File: src/include/mips_defines.svh
`ifndef MIPS_DEFINES_SVH
`define MIPS_DEFINES_SVH

// Machine word and storage sizes
`define DATA_WIDTH     32
`define REG_ADDR_WIDTH 5
`define IMEM_DEPTH     64 // Instruction words
`define DMEM_DEPTH     64 // Data words

// Primary opcodes
`define OP_RTYPE 6'b000000
`define OP_LW    6'b100011
`define OP_SW    6'b101011
`define OP_BEQ   6'b000100
`define OP_ADDI  6'b001000

// R-type funct codes
`define FN_ADD 6'b100000
`define FN_SUB 6'b100010
`define FN_AND 6'b100100
`define FN_OR  6'b100101
`define FN_SLT 6'b101010

`endif

File: src/logic/mips_pkg.sv
package mips_pkg;

	// R-type layout
	typedef struct packed {
		logic [5:0] opcode;
		logic [4:0] rs;
		logic [4:0] rt;
		logic [4:0] rd;
		logic [4:0] shamt; // Unused, no shifts
		logic [5:0] funct;
	} r_fmt_t;

	// I-type layout
	typedef struct packed {
		logic [5:0]  opcode;
		logic [4:0]  rs;
		logic [4:0]  rt;
		logic [15:0] imm;
	} i_fmt_t;

	// One instruction word, two views
	typedef union packed {
		r_fmt_t r;
		i_fmt_t i;
	} instr_t;

	// ALU operation select
	// Classic MIPS ALU control codes
	typedef enum logic [3:0] {
		ALU_AND = 4'b0000,
		ALU_OR  = 4'b0001,
		ALU_ADD = 4'b0010,
		ALU_SUB = 4'b0110,
		ALU_SLT = 4'b0111
	} alu_op_t;

	// Main decoder to function decoder
	typedef enum logic [1:0] {
		CLS_ADD   = 2'b00, // lw, sw, addi
		CLS_SUB   = 2'b01, // beq compare
		CLS_FUNCT = 2'b10  // R-type, look at funct
	} alu_class_t;

endpackage

File: src/logic/ctrl_if.sv
interface ctrl_if;

	logic reg_dst;    // Destination from rd
	logic branch;     // beq
	logic mem_read;
	logic mem_to_reg; // Write back from memory
	logic mem_write;
	logic alu_src;    // Second operand is immediate
	logic reg_write;
	mips_pkg::alu_op_t alu_op;

	// Decoder side
	modport ctrl (
		output reg_dst, branch, mem_read, mem_to_reg,
		output mem_write, alu_src, reg_write, alu_op
	);

	// Datapath side
	modport dp (
		input reg_dst, branch, mem_read, mem_to_reg,
		input mem_write, alu_src, reg_write, alu_op
	);

endinterface

File: src/logic/control.sv
`include "mips_defines.svh"

module control (
	input  mips_pkg::instr_t instr,
	ctrl_if.ctrl             cs
);

	mips_pkg::alu_class_t alu_class;

	// Main decoder on the opcode
	always_comb begin
		cs.reg_dst    = 1'b0;
		cs.branch     = 1'b0;
		cs.mem_read   = 1'b0;
		cs.mem_to_reg = 1'b0;
		cs.mem_write  = 1'b0;
		cs.alu_src    = 1'b0;
		cs.reg_write  = 1'b0; // Unknown opcode writes nothing
		alu_class     = mips_pkg::CLS_ADD;
		case (instr.i.opcode)
			`OP_RTYPE: begin
				cs.reg_dst   = 1'b1;
				cs.reg_write = 1'b1;
				alu_class    = mips_pkg::CLS_FUNCT;
			end
			`OP_LW: begin
				cs.mem_read   = 1'b1;
				cs.mem_to_reg = 1'b1;
				cs.alu_src    = 1'b1; // Base plus offset
				cs.reg_write  = 1'b1;
			end
			`OP_SW: begin
				cs.mem_write = 1'b1;
				cs.alu_src   = 1'b1;
			end
			`OP_BEQ: begin
				cs.branch = 1'b1;
				alu_class = mips_pkg::CLS_SUB; // Equal when difference is zero
			end
			`OP_ADDI: begin
				cs.alu_src   = 1'b1;
				cs.reg_write = 1'b1;
			end
			default: ;
		endcase
	end

	// Function decoder
	always_comb begin
		case (alu_class)
			mips_pkg::CLS_SUB: cs.alu_op = mips_pkg::ALU_SUB;
			mips_pkg::CLS_FUNCT: begin
				case (instr.r.funct)
					`FN_ADD: cs.alu_op = mips_pkg::ALU_ADD;
					`FN_SUB: cs.alu_op = mips_pkg::ALU_SUB;
					`FN_AND: cs.alu_op = mips_pkg::ALU_AND;
					`FN_OR:  cs.alu_op = mips_pkg::ALU_OR;
					`FN_SLT: cs.alu_op = mips_pkg::ALU_SLT;
					default: cs.alu_op = mips_pkg::ALU_ADD;
				endcase
			end
			default: cs.alu_op = mips_pkg::ALU_ADD; // Address and addi
		endcase
	end

endmodule

File: src/flat_wrapper.sv
// flat-port wrapper written by rule: the top's interface ports become plain ports
module control_flat 
  (instr, cs_reg_dst, cs_branch, cs_mem_read, cs_mem_to_reg, cs_mem_write, cs_alu_src, cs_reg_write, cs_alu_op);
  ctrl_if cs_i ();
  input  mips_pkg::instr_t instr;
  output wire logic [$bits(cs_i.reg_dst)-1:0] cs_reg_dst;
  output wire logic [$bits(cs_i.branch)-1:0] cs_branch;
  output wire logic [$bits(cs_i.mem_read)-1:0] cs_mem_read;
  output wire logic [$bits(cs_i.mem_to_reg)-1:0] cs_mem_to_reg;
  output wire logic [$bits(cs_i.mem_write)-1:0] cs_mem_write;
  output wire logic [$bits(cs_i.alu_src)-1:0] cs_alu_src;
  output wire logic [$bits(cs_i.reg_write)-1:0] cs_reg_write;
  output wire logic [$bits(cs_i.alu_op)-1:0] cs_alu_op;
  assign cs_reg_dst = cs_i.reg_dst;
  assign cs_branch = cs_i.branch;
  assign cs_mem_read = cs_i.mem_read;
  assign cs_mem_to_reg = cs_i.mem_to_reg;
  assign cs_mem_write = cs_i.mem_write;
  assign cs_alu_src = cs_i.alu_src;
  assign cs_reg_write = cs_i.reg_write;
  assign cs_alu_op = cs_i.alu_op;
  control u_core (.instr(instr), .cs(cs_i));
endmodule
File: config.mk
export PLATFORM = sky130hd
export DESIGN_NAME = control_flat
export DESIGN_NICKNAME = d
export VERILOG_FILES = /design/src/logic/mips_pkg.sv /design/src/logic/ctrl_if.sv /design/src/logic/control.sv /design/src/flat_wrapper.sv
export VERILOG_INCLUDE_DIRS = /design/src /design/src/include
export SDC_FILE = /design/constraint.sdc
export NUM_CORES = 1
export LEC_CHECK = 0
export BUFFER_PORTS_ARGS = -buffer_cell sky130_fd_sc_hd__buf_2
export CORE_AREA = 2 2 39 41
export DETAILED_ROUTE_END_ITERATION = 10
export DIE_AREA = 0 0 41 43
export SLEW_MARGIN = 20
export SYNTH_ARGS = -nofsm -noshare
export SYNTH_HDL_FRONTEND = slang
export SYNTH_SLANG_ARGS = --single-unit
File: constraint.sdc
create_clock -name vclk -period 4.8
set_input_delay 0.72 -clock vclk [all_inputs]
set_output_delay 0.72 -clock vclk [all_outputs]
set_load 0.01 [all_outputs]
==> results of run 1 <==
==> where the power goes <==
group	internal, mW	switching, mW	total [mW]
logic	0.00745	0.00719	0.0146
clock network	0	0	0
registers	0	0	0
total	0.00745	0.00719	0.0146
==> layer usage <==
layer	share of wire, %	GRT usage, %
met5	0	0
met4	0	0
met3	19	0.524
met2	34	7.81
met1	46	6.96
==> path summary, 6_finish.rpt <==
path | startpoint | endpoint | slack [ps] | cells after the start
setup / recovery | instr[31] | cs_alu_op[2] | 1300 | 7
hold / removal | instr[28] | cs_alu_src | 1740 | 3
==> area by class of cell <==
cell class | count | area [sq um]
fill | 154 | 1050
multi-input combinational | 25 | 198
timing repair buffer | 22 | 110
tap | 16 | 20.0
inverter | 1 | 3.75
==> cell families (layout without fill, tap and decap cells) <==
| family | after synthesis | count (layout) |
|---|---|---|
| AND/OR/NAND/NOR | 17 | 17 |
| other | 1 | 1 |
| adder cells (fa/ha/maj) | 2 | 2 |
| AO/OA/AOI/OAI | 5 | 5 |
| buffers and inverters | 3 | 23 |
==> per-stage QoR <==
step | worst slack (ps) | area, sq um | hold WS, ps | utilization [%]
after global placement | 1310 | 332 | 1740 | 24.0
after detailed placement | 1290 | 332 | 1740 | 24.0
final | 1300 | 332 | 1740 | 24.0
after floorplan | 1610 | 216 | 1490 | -
after global routing | 1210 | 332 | 1760 | 24.0
after CTS | 1280 | 332 | 1740 | 24.0
==> cells in the final DEF (no fill, tap or decap) <==
cell       n
a211oi_1   1
a21oi_1    1
a22o_1     1
buf_2     22
conb_1     1
ha_1       2
inv_1      1
nand3_1    1
nor2_1     2
nor3_1     2
nor3b_1    1
nor4b_1    2
nor4bb_1   4
o21a_1     1
o32ai_1    1
or2_1      1
or3_1      1
or3_4      1
or4b_1     2
==> metrics.txt, run 1 <==
Ports 43; row count 14; Final nets 84; Crit. End Element output port; Max Cap Viol 0; Ys Warns 0; # port buffers 22; syn nets 62; Post-DRT Antenna Nets 0; die width 41 microns; xor/xnor share of the synthesized area 0%; adder-cell area share of the yosys netlist 11.6%; Tmin final 3500 ps; share of cells above drive strength 1 47.9%; TNS Setup 0 ps; # placed instances 64; first-pass GRT wire length 662 microns; Netlist cell types 19; postcts setup bufs 0; path type of the worst min-delay path input port to output port; # resized after CTS 0; Vias/cell 4.42; Crit path max-delay family simple AND/OR/NAND/NOR gates; Post-Syn Area 216 sq um; RSZ-0062 raised after global routing no; core box area 1380 sq um; Tot Pwr 0.0146 mW; total gr overflow 0; critical path class input port to output port; Synth Area in Simple Gates 60.7%; Seq cells 0; register area 0 sq um; Post-CTS Hold Fix Bufs 0; CP arrival 2780 ps; outcome completed; largest net degree at the start of global routing 7; Initial Util 15.6%; crit path max fanout 5; Cells after Synth 28; chip height 43 microns; Bufs and invs on worst path 2; initial antenna violation count 0; DR pass1 iterations 2; GRT Resource Usage Total 4.80%; n_diodes 0; Max Slew Vio Count 0; crit start category input port; fmax 286 MHz; Worst EP required 4080 ps; final WL 572 microns; worst-path cell chain buf_2, or3_4, or4b_1, ha_1, nor4bb_1, a22o_1, buf_2; routed via count 283; P&R area growth vs syn 53.2%; sequential-to-total area share from yosys stat 0%; vias in the first global route 193; Max VDD drop 0.0158 mV; crit path max-delay cell type or4b_1; Yosys top cell by area nor4bb_1; synthesized area per cell 7.73 sq um; Iter 0 DRT Violations 5; CP most frequent cell buf_2; final setup violation count 0; ranking of synthesized cells by area nor4bb_1 (18%), ha_1 (12%), or4b_1 (9.2%), nor4b_1 (8.1%), buf_4 (6.9%); fin cells 64; top-count cell post-synth nor4bb_1; Leakage 0.162 nW; Crit path largest cell delay 480 ps; fin crit share 72.9%; pwr dens 44.2 nW/um^2; dpl hpwl 490 microns; Final Wtd Congestion 0.630; final hold violation count 0; Yosys top cell area share 18.5%; mux share of post-synthesis cell area 0%; DRC Markers 0; largest family of logic cells by synthesized area simple AND/OR/NAND/NOR gates; CLK BUF 0; Synth Area in Compound Gates 17.3%; WL per Instance 8.94 microns; die area 1760 sq um
Note: power is estimated with default switching activity, not from simulation.
==> run 2: changes to the inputs <==
--- a/config.mk
+++ b/config.mk
@@ -6,6 +6,7 @@
 export SDC_FILE = /design/constraint.sdc
 export NUM_CORES = 1
 export LEC_CHECK = 0
+export ABC_AREA = 1
 export BUFFER_PORTS_ARGS = -buffer_cell sky130_fd_sc_hd__buf_2
 export CORE_AREA = 2 2 39 41
 export DETAILED_ROUTE_END_ITERATION = 10
==> constraint.sdc (replaced) <==
create_clock -name vclk -period 3.56
set_input_delay 0.534 -clock vclk [all_inputs]
set_output_delay 0.534 -clock vclk [all_outputs]
set_load 0.01 [all_outputs]
==> run 2 against run 1 <==
Wire length shrank 7.7%. Utilization grew 2.7 points. Sequential share of layout area is the same. Sequential cell count is the same. Via count grew 19%. Critical path depth grew 3. Critical path type unchanged. Critical endpoint is now cs_alu_op[0].
==> metrics.txt, run 2 <==
initial antenna violation count 0 (unchanged); dpl hpwl 490 microns (about the same); design area 369 sq um (+11%); Final Wtd Congestion 0.673 (+6.9%); Post-Place Cell Area 369 sq um (+11%); share of cells above drive strength 1 40.3% (-7.6 points); P&R area growth vs syn 45.3%; vias in the first global route 246 (+27%); path type of the worst min-delay path input port to output port; Most Crowded Layer GR met2; Final nets 108 (+29%); Ys Warns 0 (unchanged); Max VDD drop 0.0195 mV (+24%); die area 1760 sq um (unchanged); fmax 434 MHz; critical path class input port to output port; Leakage 0.247 nW (+53%); syn nets 86 (+39%); synth cell count leaders inv_1 (16), nand2_1 (10), nor2_1 (8); register area 0 sq um (unchanged); GRT Resource Usage Total 6.19% (+1.4 points); DR pass1 iterations 2 (unchanged); die width 41 microns (unchanged); Critical Path End cs_alu_op[0]; Initial Util 18.4% (+2.7 points); M3 GR Usage 0% (-0.52 points); Ports 43 (unchanged); Worst EP required 3030 ps (-1050 ps); Crit path largest cell delay 300 ps (-180 ps); Yosys top cell area share 23.6% (+5.1 points); first-pass GRT wire length 848 microns (+28%); WL per Instance 6.00 microns (-33%); CP most frequent cell buf_2; RSZ-0062 raised after global routing no; Vias/cell 3.82 (-14%); postcts setup bufs 0 (unchanged); Iter 0 DRT Violations 6 (+1); Post-CTS Hold Fix Bufs 0 (unchanged); row count 14 (unchanged); routed via count 336 (+19%); GR Util met1 8.86% (+1.9 points); core box area 1380 sq um (unchanged); # port buffers 22 (unchanged); final WL 528 microns (-7.7%); CP arrival 1770 ps (-1010 ps); met2 Track Usage GR 10.6% (+2.8 points); Tmin final 2300 ps; # resized after CTS 0 (unchanged); pwr dens 54.4 nW/um^2 (+23%); ranking of synthesized cells by area inv_1 (24%), nand2_1 (15%), nor2_1 (12%), ha_1 (9.9%), nand3_1 (5.9%); most frequent cells in the layout buf_2 (22), inv_1 (16), nand2_1 (10), nor2_1 (8), nand3_1 (3); worst-path cell chain buf_2, nor2_2, nand3_2, nor3_2, inv_2, ha_1, inv_1, nand2_1, a21oi_1, buf_2; n_diodes 0 (unchanged); crit start category input port; most common cell after layout, fill and taps aside buf_2; chip height 43 microns (unchanged); Crit. End Element output port; Max Slew Vio Count 0 (unchanged); fin crit share 64.7%; top-count cell post-synth inv_1; sequential-to-total area share from yosys stat 0% (unchanged); Post-DRT Antenna Nets 0 (unchanged); TNS Setup 0 ps (unchanged); Max Cap Viol 0 (unchanged); CLK BUF 0 (unchanged); final setup violation count 0 (unchanged); Critical path origin instr[27]; Netlist cell types 15 (-4); Cells after Synth 52 (+86%); Seq cells 0 (unchanged); largest net degree at the start of global routing 4 (-3); total gr overflow 0 (unchanged); crit path max fanout 3 (-2); final hold violation count 0 (unchanged); Post-Syn Area 254 sq um (+17%); crit path max-delay cell type ha_1; outcome completed; DRC Markers 0 (unchanged); Yosys top cell by area inv_1; synthesized area per cell 4.88 sq um (-37%)
[run 2: kinds of logic (layout without fill, tap and decap cells)]
| family | Yosys count | after routing | share of synthesized area [%] |
|---|---|---|---|
| buffers and inverters | 20 | 40 | 32.5 |
| adder cells (fa/ha/maj) | 2 | 2 | 9.85 |
| AND/OR/NAND/NOR | 27 | 27 | 52.2 |
| other | 1 | 1 | 1.48 |
| AO/OA/AOI/OAI | 2 | 2 | 3.94 |
[run 2: worst min path at each step]
stage	startpoint	to	slack [ps]	depth (start not counted)
2_1_floorplan	instr[29]	cs_branch	1110	1
3_3_place_gp	instr[29]	cs_branch	1370	3
3_5_place_dp	instr[29]	cs_branch	1370	3
4_1_cts	instr[29]	cs_branch	1370	3
5_1_grt	instr[29]	cs_branch	1390	3
6_report	instr[29]	cs_branch	1370	3
[run 2: where the power goes]
| group | leakage [nW] | internal, mW | total [mW] | switching [mW] |
|---|---|---|---|---|
| Sequential | 0 | 0 | 0 | 0 |
| Combinational | 0.247 | 0.00879 | 0.0201 | 0.0113 |
| Clock | 0 | 0 | 0 | 0 |
| Total | 0.247 | 0.00879 | 0.0201 | 0.0113 |
[run 2: through the flow]
step	setup slack [ps]	power, mW	hold WS, ps	std cells	util [%]
floorplan	1370	0.0104	1110	52	-
global placement	1240	0.0199	1370	88	26.7
detailed placement	1230	0.0202	1370	88	26.7
CTS	1220	0.0203	1370	88	26.7
global route	1110	0.0229	1390	88	26.7
finish	1260	0.0201	1370	88	26.7
[run 2: routing by layer]
| layer | vias to the layer above | wire length, microns |
|---|---|---|
| met4 | 0 | 0 |
| met2 | 19 | 217 |
| met3 | 0 | 77 |
| li1 | 185 | - |
| met1 | 132 | 233 |
| met5 | - | 0 |
[run 2: final cells by class]
cell class	count	area, sq um
Tap cell	16	20.0
Multi-Input combinational cell	32	171
Timing Repair Buffer	22	110
Inverter	18	67.6
Fill cell	159	1010
[run 2: critical path, delay by kind of cell]
family	cells	cell delay [ps]
adders and majority gates	1	300
and+or+nand+nor	4	470
buffers and inverters	4	370
AOI/OAI and AO/OA	1	100
